File: config.mk
export PLATFORM = sky130hd
export DESIGN_NAME = rd_stream_source
export DESIGN_NICKNAME = d
export VERILOG_FILES = /design/src/rd_stream_pkg.sv /design/src/rd_beat_if.sv /design/src/rd_addr_gen.sv /design/src/rd_offset_fifo.sv /design/src/rd_realign.sv /design/src/rd_stream_fsm.sv /design/src/rd_stream_source.sv
export SDC_FILE = /design/constraint.sdc
export NUM_CORES = 1
export LEC_CHECK = 0
export BUFFER_PORTS_ARGS = -buffer_cell sky130_fd_sc_hd__clkbuf_2
export CAP_MARGIN = 20
export CORE_ASPECT_RATIO = 0.6
export CORE_MARGIN = 2
export CORE_UTILIZATION = 50
export DETAILED_ROUTE_END_ITERATION = 12
export PLACE_DENSITY = 0.78
export SLEW_MARGIN = 30
export SYNTH_ARGS = -nofsm -noshare
export SYNTH_HDL_FRONTEND = slang
export SYNTH_SLANG_ARGS = --single-unit
File: constraint.sdc
create_clock -name clk_i -period 6.6 [get_ports clk_i]
set_input_delay 1.32 -clock clk_i [delete_from_list [all_inputs] [get_ports clk_i]]
set_output_delay 1.32 -clock clk_i [all_outputs]
set_load 0.05 [all_outputs]
File: src/rd_stream_pkg.sv
// assumes a 64-bit memory word twice the stream width so any byte offset fits in one read
`default_nettype none

package rd_stream_pkg;

  // bus widths
  localparam int unsigned ADDR_W    = 32; // byte address
  localparam int unsigned MEM_DW    = 64; // memory read word
  localparam int unsigned STREAM_DW = 32; // output beat
  localparam int unsigned CNT_W     = 16; // transfer count, max 65535 beats

  // byte offset of a beat inside a memory word
  localparam int unsigned OFFSET_W = $clog2(STREAM_DW / 8);

  // outstanding read limit
  localparam int unsigned OFFSET_DEPTH = 8;
  localparam int unsigned OFFSET_PTR_W = $clog2(OFFSET_DEPTH); // must be a power of two

  typedef logic [ADDR_W-1:0]    addr_t;
  typedef logic [MEM_DW-1:0]    mem_data_t;
  typedef logic [STREAM_DW-1:0] stream_data_t;
  typedef logic [CNT_W-1:0]     cnt_t;
  typedef logic [OFFSET_W-1:0]  offset_t;

  // job states
  typedef enum logic [1:0] {
    ST_IDLE,    // waiting for start, ready_start high
    ST_WORKING, // generator still issuing reads
    ST_DRAIN    // all reads issued, waiting for the last beats
  } stream_state_e;

endpackage

`default_nettype wire

File: src/rd_beat_if.sv
// carries one memory response already paired with its byte offset, valid/ready handshake
`timescale 1ns/100ps
`default_nettype none

interface rd_beat_if;

  logic                   valid;  // response word present
  logic                   ready;  // realigner slot can take it
  rd_stream_pkg::mem_data_t data;   // raw 64-bit word
  rd_stream_pkg::offset_t   offset; // byte offset from the FIFO head

  // response side
  modport source (output valid, output data, output offset, input ready);
  // realigner side
  modport sink (input valid, input data, input offset, output ready);

endinterface

`default_nettype wire

File: src/rd_addr_gen.sv
// one-dimensional pattern only; address wraps silently past the top of the space
`timescale 1ns/100ps
`default_nettype none

module rd_addr_gen (
  input  wire logic                 clk_i,
  input  wire logic                 rst_ni,
  input  wire logic                 clear_i,
  input  wire logic                 load_i,      // latch a new job
  input  wire logic                 en_i,        // allowed to offer addresses
  input  wire rd_stream_pkg::addr_t base_addr_i,
  input  wire rd_stream_pkg::addr_t stride_i,
  input  wire rd_stream_pkg::cnt_t  len_i,
  output logic                      addr_valid_o,
  input  wire logic                 addr_ready_i,
  output rd_stream_pkg::addr_t      addr_o,
  output logic                      done_o       // level, count reached length
);

  rd_stream_pkg::addr_t addr_q;
  rd_stream_pkg::addr_t stride_q;
  rd_stream_pkg::cnt_t  len_q;
  rd_stream_pkg::cnt_t  trans_cnt_q; // issued transactions
  logic                 addr_fire;

  assign done_o       = (trans_cnt_q == len_q);
  assign addr_valid_o = en_i & ~done_o;
  assign addr_o       = addr_q;
  assign addr_fire    = addr_valid_o & addr_ready_i;

  always_ff @(posedge clk_i or negedge rst_ni) begin
    if (!rst_ni) begin
      addr_q      <= '0;
      stride_q    <= '0;
      len_q       <= '0;
      trans_cnt_q <= '0;
    end else if (clear_i) begin
      addr_q      <= '0;
      stride_q    <= '0;
      len_q       <= '0;
      trans_cnt_q <= '0;
    end else if (load_i) begin
      addr_q      <= base_addr_i;
      stride_q    <= stride_i;
      len_q       <= len_i;
      trans_cnt_q <= '0;
    end else if (addr_fire) begin
      addr_q      <= addr_q + stride_q; // next byte address
      trans_cnt_q <= trans_cnt_q + 1'b1;
    end
  end

endmodule

`default_nettype wire

File: src/rd_offset_fifo.sv
// registered head only, no fall-through; depth must be a power of two
`timescale 1ns/100ps
`default_nettype none

module rd_offset_fifo (
  input  wire logic                   clk_i,
  input  wire logic                   rst_ni,
  input  wire logic                   clear_i,
  input  wire logic                   push_i,   // read issued
  input  wire rd_stream_pkg::offset_t offset_i,
  input  wire logic                   pop_i,    // response accepted
  output rd_stream_pkg::offset_t      offset_o, // offset of oldest outstanding read
  output logic                        full_o,
  output logic                        empty_o
);

  localparam int unsigned PTR_W = rd_stream_pkg::OFFSET_PTR_W;

  // extra msb tells full from empty
  logic [PTR_W:0] wr_ptr_q;
  logic [PTR_W:0] rd_ptr_q;

  rd_stream_pkg::offset_t mem_q [rd_stream_pkg::OFFSET_DEPTH];

  assign empty_o  = (wr_ptr_q == rd_ptr_q);
  assign full_o   = (wr_ptr_q[PTR_W] != rd_ptr_q[PTR_W]) &&
                    (wr_ptr_q[PTR_W-1:0] == rd_ptr_q[PTR_W-1:0]);
  assign offset_o = mem_q[rd_ptr_q[PTR_W-1:0]];

  always_ff @(posedge clk_i or negedge rst_ni) begin
    if (!rst_ni) begin
      wr_ptr_q <= '0;
      rd_ptr_q <= '0;
    end else if (clear_i) begin
      wr_ptr_q <= '0;
      rd_ptr_q <= '0;
    end else begin
      if (push_i) wr_ptr_q <= wr_ptr_q + 1'b1;
      if (pop_i)  rd_ptr_q <= rd_ptr_q + 1'b1;
    end
  end

  // storage, no reset
  always_ff @(posedge clk_i) begin
    if (push_i) mem_q[wr_ptr_q[PTR_W-1:0]] <= offset_i;
  end

  // request gating upstream should keep this from ever firing
  a_no_overflow: assert property (@(posedge clk_i) disable iff (!rst_ni)
    push_i |-> !full_o)
    else $error("offset FIFO push while full");

  // memory answered a read that was never issued
  a_no_underflow: assert property (@(posedge clk_i) disable iff (!rst_ni)
    pop_i |-> !empty_o)
    else $error("offset FIFO pop while empty");

endmodule

`default_nettype wire

File: src/rd_realign.sv
// offsets 0 to 3 only; holds one beat so memory sees back-pressure straight away
`timescale 1ns/100ps
`default_nettype none

module rd_realign (
  input  wire logic               clk_i,
  input  wire logic               rst_ni,
  input  wire logic               clear_i,
  rd_beat_if.sink                 beat,
  output logic                    stream_valid_o,
  input  wire logic               stream_ready_i,
  output rd_stream_pkg::stream_data_t stream_data_o
);

  logic                        slot_valid_q;
  rd_stream_pkg::stream_data_t slot_data_q; // payload, no reset
  rd_stream_pkg::mem_data_t    shifted;
  logic                        beat_fire;

  // empty slot, or slot leaving this cycle
  assign beat.ready = ~slot_valid_q | stream_ready_i;
  assign beat_fire  = beat.valid & beat.ready;

  // drop the leading bytes, low STREAM_DW bits are the beat
  assign shifted = beat.data >> {beat.offset, 3'b000};

  always_ff @(posedge clk_i or negedge rst_ni) begin
    if (!rst_ni) begin
      slot_valid_q <= 1'b0;
    end else if (clear_i) begin
      slot_valid_q <= 1'b0;
    end else if (beat_fire) begin
      slot_valid_q <= 1'b1;
    end else if (stream_ready_i) begin
      slot_valid_q <= 1'b0; // beat taken, nothing new
    end
  end

  always_ff @(posedge clk_i) begin
    if (beat_fire) slot_data_q <= shifted[rd_stream_pkg::STREAM_DW-1:0];
  end

  assign stream_valid_o = slot_valid_q;
  assign stream_data_o  = slot_data_q;

  // stream protocol, a stalled beat keeps its data
  a_hold_data: assert property (@(posedge clk_i) disable iff (!rst_ni || clear_i)
    stream_valid_o && !stream_ready_i |=> $stable(stream_data_o))
    else $error("stream data changed while stalled");

endmodule

`default_nettype wire

File: src/rd_stream_fsm.sv
// one job at a time; start with zero length is illegal and start during a job is ignored
`timescale 1ns/100ps
`default_nettype none

module rd_stream_fsm (
  input  wire logic                clk_i,
  input  wire logic                rst_ni,
  input  wire logic                clear_i,
  input  wire logic                start_i,
  input  wire rd_stream_pkg::cnt_t len_i,
  input  wire logic                gen_done_i,  // all addresses issued
  input  wire logic                beat_fire_i, // stream beat accepted
  output logic                     gen_load_o,
  output logic                     gen_en_o,
  output logic                     ready_start_o,
  output logic                     done_o
);

  rd_stream_pkg::stream_state_e state_q, state_d;
  rd_stream_pkg::cnt_t          len_q;      // job length, latched on start
  rd_stream_pkg::cnt_t          beat_cnt_q; // accepted beats so far

  assign ready_start_o = (state_q == rd_stream_pkg::ST_IDLE);
  assign gen_en_o      = (state_q == rd_stream_pkg::ST_WORKING);
  assign gen_load_o    = ready_start_o & start_i; // start accepted

  always_comb begin
    state_d = state_q;
    done_o  = 1'b0;
    case (state_q)
      rd_stream_pkg::ST_IDLE: begin
        if (start_i) state_d = rd_stream_pkg::ST_WORKING;
      end
      rd_stream_pkg::ST_WORKING: begin
        if (gen_done_i) state_d = rd_stream_pkg::ST_DRAIN; // last read issued
      end
      rd_stream_pkg::ST_DRAIN: begin
        if (beat_cnt_q == len_q) begin // every beat out
          done_o  = 1'b1;
          state_d = rd_stream_pkg::ST_IDLE;
        end
      end
      default: state_d = rd_stream_pkg::ST_IDLE;
    endcase
  end

  always_ff @(posedge clk_i or negedge rst_ni) begin
    if (!rst_ni) begin
      state_q    <= rd_stream_pkg::ST_IDLE;
      len_q      <= '0;
      beat_cnt_q <= '0;
    end else if (clear_i) begin
      state_q    <= rd_stream_pkg::ST_IDLE;
      len_q      <= '0;
      beat_cnt_q <= '0;
    end else begin
      state_q <= state_d;
      if (gen_load_o) begin
        len_q      <= len_i;
        beat_cnt_q <= '0; // fresh count per job
      end else if (beat_fire_i) begin
        beat_cnt_q <= beat_cnt_q + 1'b1;
      end
    end
  end

  // a zero-length job would never reach done
  a_start_len: assert property (@(posedge clk_i) disable iff (!rst_ni)
    start_i && ready_start_o |-> len_i != '0)
    else $error("start accepted with zero length");

endmodule

`default_nettype wire

File: src/rd_stream_source.sv
// memory must answer in request order; responses are only taken while a job runs
`timescale 1ns/100ps
`default_nettype none

module rd_stream_source (
  input  wire logic                        clk_i,
  input  wire logic                        rst_ni,
  // control
  input  wire logic                        start_i,
  input  wire logic                        clear_i,
  input  wire rd_stream_pkg::addr_t        base_addr_i,
  input  wire rd_stream_pkg::addr_t        stride_i,
  input  wire rd_stream_pkg::cnt_t         len_i,
  output logic                             ready_start_o,
  output logic                             done_o,
  // memory request
  output logic                             mem_req_valid_o,
  input  wire logic                        mem_req_ready_i,
  output rd_stream_pkg::addr_t             mem_req_addr_o,
  // memory response
  input  wire logic                        mem_resp_valid_i,
  output logic                             mem_resp_ready_o,
  input  wire rd_stream_pkg::mem_data_t    mem_resp_data_i,
  // stream out
  output logic                             stream_valid_o,
  input  wire logic                        stream_ready_i,
  output rd_stream_pkg::stream_data_t      stream_data_o
);

  localparam int unsigned OW = rd_stream_pkg::OFFSET_W;

  logic                   gen_load, gen_en, gen_done;
  logic                   addr_valid, addr_ready;
  rd_stream_pkg::addr_t   addr;
  logic                   fifo_full, fifo_empty;
  logic                   req_fire, resp_fire, busy;
  rd_stream_pkg::offset_t head_offset;

  rd_beat_if beat_if ();

  rd_stream_fsm i_fsm (
    .clk_i, .rst_ni, .clear_i, .start_i, .len_i,
    .gen_done_i    ( gen_done                        ),
    .beat_fire_i   ( stream_valid_o & stream_ready_i ),
    .gen_load_o    ( gen_load                        ),
    .gen_en_o      ( gen_en                          ),
    .ready_start_o ( ready_start_o                   ),
    .done_o        ( done_o                          )
  );

  rd_addr_gen i_addr_gen (
    .clk_i, .rst_ni, .clear_i, .base_addr_i, .stride_i, .len_i,
    .load_i ( gen_load ), .en_i ( gen_en ),
    .addr_valid_o ( addr_valid ), .addr_ready_i ( addr_ready ),
    .addr_o ( addr ), .done_o ( gen_done )
  );

  // request side, blocked while every FIFO slot holds an outstanding read
  assign mem_req_valid_o = addr_valid & ~fifo_full;
  assign addr_ready      = mem_req_ready_i & ~fifo_full;
  assign mem_req_addr_o  = {addr[rd_stream_pkg::ADDR_W-1:OW], {OW{1'b0}}}; // word aligned
  assign req_fire        = mem_req_valid_o & mem_req_ready_i;

  rd_offset_fifo i_offset_fifo (
    .clk_i, .rst_ni, .clear_i,
    .push_i ( req_fire ), .offset_i ( addr[OW-1:0] ),
    .pop_i ( resp_fire ), .offset_o ( head_offset ),
    .full_o ( fifo_full ), .empty_o ( fifo_empty )
  );

  // response side
  assign busy             = ~ready_start_o;
  assign beat_if.valid    = mem_resp_valid_i & busy;
  assign beat_if.data     = mem_resp_data_i;
  assign beat_if.offset   = head_offset;
  assign mem_resp_ready_o = beat_if.ready & busy;
  assign resp_fire        = mem_resp_valid_i & mem_resp_ready_o;

  rd_realign i_realign (
    .clk_i, .rst_ni, .clear_i,
    .beat ( beat_if.sink ),
    .stream_valid_o, .stream_ready_i, .stream_data_o
  );

  // done only once every issued read has come back
  a_done_drained: assert property (@(posedge clk_i) disable iff (!rst_ni)
    done_o |-> fifo_empty)
    else $error("done with reads still outstanding");

endmodule

`default_nettype wire

==> results of run 1 <==
==> critical path, delay by kind of cell, from the launching register on <==
family        cells  cell delay, ns
xor+xnor          1            0.19
simple gates      3            0.89
flops             1            0.44
buf+inv           1            0.25
==> metrics by stage <==
step | total power [uW] | cells | util [%] | area (sq um) | hold slack, ns
after CTS | 2930 | 1488 | 58.8 | 11700 | 0.532
after floorplan | 1770 | 1060 | - | 10200 | 0.506
after global routing | 3050 | 1488 | 58.9 | 11800 | 0.548
final | 2900 | 1488 | 58.9 | 11800 | 0.528
after detailed placement | 1940 | 1456 | 55.9 | 11200 | 0.521
after global placement | 1920 | 1456 | 55.9 | 11200 | 0.517
==> registers in the layout (all words and copies together) (netlist names) <==
name	count
i_addr_gen.addr_o	32
i_addr_gen.len_q	16
i_addr_gen.stride_q	32
i_addr_gen.trans_cnt_q	16
i_fsm.beat_cnt_q	16
i_fsm.state_q	2
i_offset_fifo.mem_q	16
i_offset_fifo.rd_ptr_q	4
i_offset_fifo.wr_ptr_q	4
i_realign.stream_data_o	32
i_realign.stream_valid_o	1
==> cells in the final DEF (no fill, tap or decap), types with 14 or more instances in the layout <==
cell type	n
clkbuf_2	207
nand2_1	151
dfrtp_1	123
nor2_1	97
a21oi_1	97
mux2i_1	67
xor2_1	61
edfxtp_1	48
ha_1	35
a211oi_1	33
xnor2_1	27
nand3_1	19
clkbuf_16	18
nor3_1	16
o21ai_0	14
==> worst max-delay path by stage <==
| stage | start | endpoint | depth (start not counted) |
|---|---|---|---|
| CTS | i_addr_gen.len_q[12] | mem_req_valid_o | 5 |
| global route | i_addr_gen.addr_o[0] | i_addr_gen.addr_o[16] | 9 |
| finish | i_addr_gen.trans_cnt_q[13] | mem_req_valid_o | 5 |
| global placement | mem_req_ready_i | i_addr_gen.trans_cnt_q[15] | 7 |
| floorplan | stream_ready_i | i_offset_fifo.rd_ptr_q[3] | 7 |
| detailed placement | mem_req_ready_i | i_addr_gen.trans_cnt_q[15] | 7 |
==> cells by family (layout without fill, tap and decap cells) <==
| family | after synthesis | after routing | share of synthesized area [%] |
|---|---|---|---|
| AND/OR/NAND/NOR | 358 | 358 | 15.9 |
| AO/OA/AOI/OAI | 226 | 226 | 14.4 |
| flip-flops | 171 | 171 | 44.5 |
| buffers and inverters | 104 | 259 | 5.21 |
| XOR/XNOR | 88 | 88 | 7.59 |
| multiplexers | 75 | 75 | 7.94 |
| adder cells (fa/ha/maj) | 36 | 36 | 4.51 |
| other | 1 | 2 | 0.0369 |
==> layer usage <==
| metal | vias to the layer above | global-route usage, % | routed length [microns] |
|---|---|---|---|
| li1 | 4032 | - | - |
| met1 | 3931 | 36.0 | 12400 |
| met4 | 0 | 8.40 | 407 |
| met3 | 32 | 5.33 | 1780 |
| met5 | - | 0 | 0 |
| met2 | 286 | 35.0 | 10800 |
==> power groups by stage <==
stage | Sequential, uW | Clock, uW | Combinational [uW]
2_1_floorplan | 1270 | 0 | 501
3_3_place_gp | 1240 | 0 | 686
3_5_place_dp | 1240 | 0 | 703
4_1_cts | 1220 | 1000 | 706
5_1_grt | 1230 | 1050 | 771
6_report | 1220 | 979 | 706
==> area by class of cell <==
type	instances	area share, %
inverter	8	0.256
tap	273	2.91
sequential	171	38.5
multi-input combinational	785	43.8
clock inverter	14	1.09
timing repair buffer	219	9.65
clock buffer	18	3.83
==> run_results.csv, run 1 <==
group,metric,value,unit
status,status,"finished, final reports clean",
grt,grt_use_total,24.3,%
clock_tree,cts_tree,"done",
min_path,holdCritStartpoint,"i_addr_gen.stride_q[14]",
power_and_ir_drop,switching_power,987,uW
clock_tree,post_cts_buffers,0,
power_and_ir_drop,p_int,1920,uW
placed_design,pre_cts_slack,2.91,ns
sta,slew_viol_final,0,
sta,rsz0062_at_grt,"false",
grt,grt_pass1_wl,41300,microns
sta,clock.fmax,284,MHz
power_and_ir_drop,peakVddDrop,0.000205,V
routing,drc,0,
synthesis,async_reset_ff_share,71.9,%
sta,fin_setup_tns,0,ns
floorplan,fp.coreArea,20000,sq um
critical_path,arrival,2.20,ns
cells_and_area,drive_above_1_share,22.1,%
clock_tree,clk_path_buf_depth,2,
synthesis,yosys-top-cells-area,"dfrtp_1 30%, edfxtp_1 14%, mux2i_1 6.8%",
clock_tree,hold_buffers,0,
power_and_ir_drop,swShare,34.0,%
power_and_ir_drop,power_density,247,nW/um^2
synthesis,yosysWarningCount,0,
clock_tree,clk_pin_slew_worst_paths,0.07,ns
critical_path,rr_startpoint,"i_addr_gen.addr_o[0]",
placed_design,hpwl,18100,microns
clock_tree,htree_levels,4,
routing,firstDrtPassIters,5,
synthesis,synth_top_cell_by_area,"dfrtp_1",
critical_path,r2r_slack,3.09,ns
routing,wirelength,25400,microns
min_path,holdPathStages,2,
routing,vias_per_cell,5.57,
synthesis,yosysSeqAreaShare,44.5,%
sta,relSlewSlack,40.8,%
critical_path,critical_path_class,"flip-flop to output port",
critical_path,critical_path.cell_chain,"xor2_1 > nor4_1 > nand4_1 > and3_1 > clkbuf_2",
sta,worstMarginPinSlew,0.888,ns
power_and_ir_drop,combPwrFrac,24.3,%
clock_tree,clock-sinks,171,
floorplan,die_h,114,microns
power_and_ir_drop,power_leakage,0.00552,uW
critical_path,critPathMaxStageDelay,0.44,ns
grt,overflow,0,
synthesis,ys_seq_elements,171,
critical_path,worstReg2RegEnd,"i_addr_gen.addr_o[16]",
critical_path,r2r_cells,9,
grt,grt_start_max_net_pins,98,
sta,layout_min_cycle_time,3.52,ns
floorplan,fp.dieW,188,microns
clock_tree,post_cts_resize_count,0,
synthesis,synthFlopType,"dfrtp_1",
floorplan,num_io_pins,220,
floorplan,die_area,21500,sq um
synthesis,syn_area_per_cell,9.59,sq um
synthesis,synth_edf_count,48,
power_and_ir_drop,clkPwrFrac,33.7,%
grt,grt_pass1_vias,7899,
critical_path,critPathSlowestCell,"dfrtp_1",
synthesis,synth_area,10200,sq um
routing,wl_per_cell,17.1,microns
clock_tree,ctsRootBufferMaster,"clkbuf_16",
job,drv_cap,0,
synthesis,ys_types,64,
cells_and_area,nets,1389,
critical_path,crit_required,5.28,ns
sta,hold_viol,0,
synthesis,yosysMostFrequentCell,"nand2_1",
critical_path,crit_fanout,5,
cells_and_area,fillCellCount,1796,
placed_design,portBuffers,209,
critical_path,critPathLaunchType,"flip-flop",
routing,num_vias,8281,
min_path,hold_end,"i_addr_gen.stride_q[14]",
grt,antenna_found_initial,0,
cells_and_area,seq_area,4520,sq um
min_path,hold_class,"flip-flop to flip-flop",
floorplan,rows,40,
placed_design,gp_congestion,0.881,
sta,setup_viol,0,
floorplan,initial_utilization,50.9,%
routing,antenna_left,0,
clock_tree,cts_inserted_buffers,17,
critical_path,end_kind,"output port",
clock_tree,clk_latency,0.44,ns
cells_and_area,diodes,0,
sta,min_period_over_period,53.4,%
synthesis,ys_top_cells_by_count,"152 x nand2_1, 123 x dfrtp_1, 97 x a21oi_1, 97 x nor2_1, 69 x mux2i_1",
synthesis,yosysTopAreaCellShare,30.3,%
power_and_ir_drop,seqPwrFrac,42.0,%
synthesis,synth_cells,1059,
cells_and_area,multi_input_area,5150,sq um
cells_and_area,syn2layout_area_growth,15.7,%
routing,first_iter_violations,597,
sta,fin_skew,0.0165,ns
sta,fin_ws,3.08,ns
Power figures use the tool's default switching activity.
==> inputs of run 2 (changes only) <==
--- a/config.mk
+++ b/config.mk
@@ -5,13 +5,14 @@
 export SDC_FILE = /design/constraint.sdc
 export NUM_CORES = 1
 export LEC_CHECK = 0
+export ABC_AREA = 1
 export BUFFER_PORTS_ARGS = -buffer_cell sky130_fd_sc_hd__clkbuf_2
 export CAP_MARGIN = 20
 export CORE_ASPECT_RATIO = 0.6
 export CORE_MARGIN = 2
 export CORE_UTILIZATION = 50
 export DETAILED_ROUTE_END_ITERATION = 12
-export PLACE_DENSITY = 0.78
+export PLACE_DENSITY = 0.8
 export SLEW_MARGIN = 30
 export SYNTH_ARGS = -nofsm -noshare
 export SYNTH_HDL_FRONTEND = slang
==> constraint.sdc (replaced) <==
create_clock -name clk_i -period 3.1 [get_ports clk_i]
set_input_delay 0.62 -clock clk_i [delete_from_list [all_inputs] [get_ports clk_i]]
set_output_delay 0.62 -clock clk_i [all_outputs]
set_load 0.05 [all_outputs]
==> run_results.csv, run 2 <==
group,metric,value,unit
status,status,"finished, final reports clean",
floorplan,die_h,122,microns
power_and_ir_drop,power_leakage,0.00704,uW
power_and_ir_drop,finalPower,7400,uW
critical_path,rr_startpoint,"i_offset_fifo.rd_ptr_q[0]",
grt,grt_pass1_vias,10400,
critical_path,r2r_slack,0.47,ns
placed_design,pre_cts_slack,0.529,ns
cells_and_area,final_cell_mix,"516 x nand2_1, 224 x inv_1, 208 x clkbuf_2",
clock_tree,post_cts_buffers,0,
placed_design,portBuffers,209,
floorplan,rows,43,
clock_tree,post_cts_resize_count,0,
power_and_ir_drop,peakVddDrop,0.000395,V
synthesis,yosysTopAreaCellShare,26.6,%
routing,wirelength,33400,microns
routing,drc,0,
sta,layout_min_cycle_time,2.96,ns
synthesis,ys_top_cells_by_count,"517 x nand2_1, 224 x inv_1, 187 x nor2_1, 128 x o21ai_0, 123 x dfrtp_1",
grt,overflow,0,
critical_path,crit_fanout,2,
clock_tree,htree_levels,4,
critical_path,critPathLaunchType,"flip-flop",
clock_tree,clk_latency,0.44,ns
synthesis,yosysMostFrequentCell,"nand2_1",
sta,hold_ws,0.210,ns
synthesis,synth_cells,1672,
floorplan,fp.coreArea,22900,sq um
synthesis,synth.area.mux_share,0.520,%
floorplan,fp.dieW,200,microns
synthesis,synth_compound_area_share,8.90,%
grt,antenna_found_initial,0,
floorplan,num_io_pins,220,
sta,setup_viol,0,
clock_tree,clk_pin_slew_worst_paths,0.08,ns
sta,fin_setup_tns,0,ns
synthesis,synthFlopType,"dfrtp_1",
sta,min_period_over_period,95.6,%
synthesis,synth_top_family_by_area,"simple AND/OR/NAND/NOR gates",
synthesis,yosysWarningCount,0,
job,drv_cap,0,
synthesis,ys_seq_elements,171,
critical_path,r2r_cells,7,
sta,relSlewSlack,34.5,%
synthesis,synth_edf_count,48,
synthesis,yosysSeqAreaShare,39.1,%
cells_and_area,diodes,0,
routing,first_iter_violations,1163,
critical_path,critical_path_class,"flip-flop to output port",
critical_path,crit_required,2.48,ns
routing,firstDrtPassIters,8,
critical_path,worstReg2RegEnd,"i_realign.stream_data_o[15]",
routing,antenna_left,0,
cells_and_area,layout_commonest_cell,"nand2_1",
cells_and_area,nets,2018,
sta,worstMarginPinSlew,0.974,ns
placed_design,gp_congestion,0.992,
routing,num_vias,11400,
critical_path,arrival,2.34,ns
synthesis,ys_types,45,
cells_and_area,drive_above_1_share,15.3,%
synthesis,async_reset_ff_share,71.9,%
sta,fin_ws,0.136,ns
sta,slew_viol_final,0,
synthesis,yosys.area_share.xor_xnor,2.12,%
clock_tree,clock-sinks,171,
synthesis,synth_area,11600,sq um
sta,hold_viol,0,
critical_path,crit_path_start,"i_fsm.beat_cnt_q[10]",
clock_tree,ctsRootBufferMaster,"clkbuf_16",
floorplan,die_area,24400,sq um
synthesis,synthAdderAreaFrac,3.96,%
critical_path,worstSetupEndpoint,"done_o",
synthesis,yosys-top-cells-area,"dfrtp_1 27%, nand2_1 17%, edfxtp_1 12%",
critical_path,end_kind,"output port",
clock_tree,cts_inserted_buffers,17,
sta,clock.fmax,337,MHz
cells_and_area,syn2layout_area_growth,14.6,%
power_and_ir_drop,power_density,559,nW/um^2
clock_tree,clk_path_buf_depth,2,
floorplan,initial_utilization,50.5,%
min_path,hold_class,"input port to async pin",
grt,grt_use_total,27.6,%
clock_tree,cts_tree,"done",
synthesis,synth-simple-area-share,33.3,%
sta,rsz0062_at_grt,"false",
sta,fin_skew,0.0117,ns
placed_design,hpwl,25100,microns
routing,vias_per_cell,5.29,
cells_and_area,fillCellCount,2131,
clock_tree,hold_buffers,0,
synthesis,syn_area_per_cell,6.91,sq um
grt,grt_pass1_wl,53200,microns
synthesis,synth_top_cell_by_area,"dfrtp_1",
routing,wl_per_cell,15.4,microns
grt,grt_start_max_net_pins,69,
run 2: cells by family (layout without fill, tap and decap cells):
kind of cell             count (synthesis)  in the layout
AND/OR/NAND/NOR                        916            916
buffers and inverters                  318            489
AO/OA/AOI/OAI                          196            196
flip-flops                             171            171
adder cells (fa/ha/maj)                 36             36
XOR/XNOR                                28             28
multiplexers                             6              6
other                                    1              2
run 2: where the power goes:
part | leakage, uW | switching, uW | internal (uW) | total, uW
registers | 0.00211 | 185 | 2580 | 2760
clock network | 0.000294 | 997 | 1260 | 2250
logic | 0.00464 | 1720 | 672 | 2390
total | 0.00704 | 2900 | 4500 | 7400
run 2: critical path, cell delays in order, from the launching register on:
cell and delay [ns]:
dfrtp_1 0.41, xor2_1 0.18, nor3_1 0.42, nand4_1 0.20
nor4_1 0.33, clkbuf_2 0.35
run 2: final cells by class:
type	count	area [sq um]	share of cell area, %
Clock buffer	19	454	3.43
Clock inverter	13	155	1.17
Inverter	232	871	6.57
Multi-Input combinational cell	1184	5660	42.7
Sequential cell	171	4520	34.1
Tap cell	315	394	2.98
Timing Repair Buffer	225	1190	9.01
run 2: metal layers:
metal  vias to the layer above  wire length, microns  part of all wire, %  GRT usage (%)
met5                         -                     0                    0              0
met4                         0                   567                  1.7           7.13
met3                        39                  3430                   10           8.00
met2                       521                 13800                   41           40.5
met1                      5256                 15600                   47           40.0
li1                       5596                     -                    -              -
run 2: worst min path at each step:
stage	startpoint	end	depth (start not counted)
4_1_cts	rst_ni	i_addr_gen.len_q[12]	1
6_report	rst_ni	i_addr_gen.len_q[12]	1
2_1_floorplan	rst_ni	i_addr_gen.addr_o[0]	0
3_5_place_dp	i_addr_gen.stride_q[13]	i_addr_gen.stride_q[13]	2
3_3_place_gp	i_addr_gen.stride_q[13]	i_addr_gen.stride_q[13]	2
5_1_grt	rst_ni	i_addr_gen.len_q[12]	1
run 2: metrics by stage:
step                area [sq um]  std cells  utilization [%]
floorplan                  11600       1673                -
finish                     13200       2159             57.9
global route               13200       2159             57.9
detailed placement         12600       2127             55.3
CTS                        13200       2159             57.9
global placement           12600       2127             55.3
==> inputs of run 3 (changes only) <==
--- a/config.mk
+++ b/config.mk
@@ -5,14 +5,14 @@
 export SDC_FILE = /design/constraint.sdc
 export NUM_CORES = 1
 export LEC_CHECK = 0
-export ABC_AREA = 1
+export ABC_AREA = 0
 export BUFFER_PORTS_ARGS = -buffer_cell sky130_fd_sc_hd__clkbuf_2
 export CAP_MARGIN = 20
 export CORE_ASPECT_RATIO = 0.6
 export CORE_MARGIN = 2
 export CORE_UTILIZATION = 50
 export DETAILED_ROUTE_END_ITERATION = 12
-export PLACE_DENSITY = 0.8
+export PLACE_DENSITY = 0.81
 export SLEW_MARGIN = 30
 export SYNTH_ARGS = -nofsm -noshare
 export SYNTH_HDL_FRONTEND = slang
==> run_results.csv, run 3 (same netlist as run 1, synthesis figures left out) <==
group,metric,value,unit
sta,clock.fmax,335,MHz
clock_tree,clk_path_buf_depth,2,
power_and_ir_drop,power_leakage,0.00562,uW
power_and_ir_drop,power_density,528,nW/um^2
cells_and_area,fillCellCount,1724,
critical_path,arrival,3.31,ns
floorplan,fp.dieW,188,microns
grt,grt_start_max_net_pins,66,
critical_path,critical_path_class,"flip-flop to flip-flop",
sta,relSlewSlack,50.1,%
floorplan,initial_utilization,50.9,%
routing,vias_per_cell,5.56,
sta,hold_viol,0,
placed_design,portBuffers,209,
sta,slew_viol_final,0,
floorplan,rows,40,
routing,wl_per_cell,16.8,microns
grt,grt_pass1_vias,7756,
grt,grt_use_total,23.7,%
routing,first_iter_violations,530,
routing,firstDrtPassIters,5,
placed_design,dp_cells,1468,
critical_path,critPathLaunchType,"flip-flop",
floorplan,die_area,21500,sq um
grt,grt_pass1_wl,40500,microns
routing,wirelength,25200,microns
cells_and_area,seq_area,4520,sq um
clock_tree,clk_latency,0.43,ns
routing,drc,0,
cells_and_area,multi_input_area,5170,sq um
cells_and_area,final_cell_mix,"207 x clkbuf_2, 151 x nand2_1, 123 x dfrtp_1",
clock_tree,clk_pin_slew_worst_paths,0.07,ns
sta,fin_setup_tns,0,ns
cells_and_area,final_area,11900,sq um
critical_path,end_kind,"flip-flop",
critical_path,r2r_cells,10,
cells_and_area,drive_above_1_share,23.4,%
min_path,hold_class,"input port to async pin",
cells_and_area,syn2layout_area_growth,17.5,%
cells_and_area,diodes,0,
floorplan,num_io_pins,220,
clock_tree,cts_tree,"done",
clock_tree,htree_levels,4,
routing,num_vias,8342,
power_and_ir_drop,peakVddDrop,0.000402,V
critical_path,crit_fanout,3,
cells_and_area,final_cells,1501,
job,drv_cap,0,
sta,min_period_over_period,96.2,%
floorplan,die_h,114,microns
sta,worstMarginPinSlew,0.749,ns
sta,setup_viol,0,
clock_tree,ctsRootBufferMaster,"clkbuf_16",
sta,fin_skew,0.00751,ns
placed_design,hpwl,18200,microns
placed_design,gp_congestion,0.916,
cells_and_area,nets,1402,
critical_path,rr_startpoint,"i_addr_gen.addr_o[0]",
grt,antenna_found_initial,0,
sta,layout_min_cycle_time,2.98,ns
placed_design,placed_area,11300,sq um
clock_tree,cts_inserted_buffers,17,
clock_tree,clock-sinks,171,
grt,overflow,0,
routing,antenna_left,0,
clock_tree,hold_buffers,0,
critical_path,worstReg2RegEnd,"i_addr_gen.addr_o[24]",
cells_and_area,layout_commonest_cell,"clkbuf_2",
critical_path,r2r_slack,0.12,ns
status,status,"finished, final reports clean",
critical_path,crit_required,3.42,ns
floorplan,fp.coreArea,20000,sq um
run 3: metal layers:
layer  vias up  part of all wire [%]  track usage (%)
li1       4053                     -                -
met1      3971                    49             35.7
met2       292                    42             35.1
met3        26                   7.1             4.54
met4         0                   1.3             5.98
met5         -                     0                0
run 3: power breakdown:
| group | internal, uW | total (uW) | switching, uW |
|---|---|---|---|
| Combinational | 527 | 1540 | 1010 |
| Clock | 1230 | 2170 | 942 |
| Sequential | 2480 | 2590 | 118 |
| Total | 4230 | 6310 | 2070 |
run 3: what timing repair did:
action	4_1_cts	5_1_grt
setup endpoints to repair	4	7
pin swaps	1	4
gates resized for setup	3	3
setup buffers	0	1
run 3: worst max-delay path by stage:
stage	start	endpoint	slack (ns)	cells after the start
after global routing	i_addr_gen.addr_o[1]	i_addr_gen.addr_o[27]	-0.03	9
after floorplan	i_addr_gen.addr_o[0]	i_addr_gen.addr_o[24]	0.04	10
after global placement	i_addr_gen.addr_o[0]	i_addr_gen.addr_o[24]	0.01	10
after detailed placement	i_addr_gen.addr_o[0]	i_addr_gen.addr_o[28]	-0.14	9
final	i_addr_gen.addr_o[0]	i_addr_gen.addr_o[24]	0.12	10
after CTS	i_addr_gen.addr_o[0]	i_addr_gen.addr_o[24]	0.005	10
run 3: final cells by class:
class                           count  area share [%]
Timing Repair Buffer              232            10.7
Tap cell                          273            2.86
Clock buffer                       18            3.68
Clock inverter                     14            1.36
Sequential cell                   171            37.8
Inverter                            8           0.251
Multi-Input combinational cell    785            43.3
run 3: critical path, cell delays in order, from the launching register on:
cell	delay, ns
dfrtp_1	0.38
ha_1	0.23
fa_2	0.37
a211oi_2	0.26
o21ai_2	0.14
a311o_2	0.38
o21ai_1	0.16
nor2b_4	0.18
or3_1	0.14
mux2_4	0.31
a2111oi_4	0.32
run 3: per-stage QoR:
stage	util, %	power, uW	setup slack [ns]	hold WS [ns]
after floorplan	-	3770	0.0396	0.324
after global placement	56.6	4120	0.0148	0.517
after detailed placement	56.6	4160	-0.144	0.523
after CTS	59.7	6340	0.00468	0.175
after global routing	59.8	6580	-0.0298	0.198
final	59.8	6310	0.117	0.170
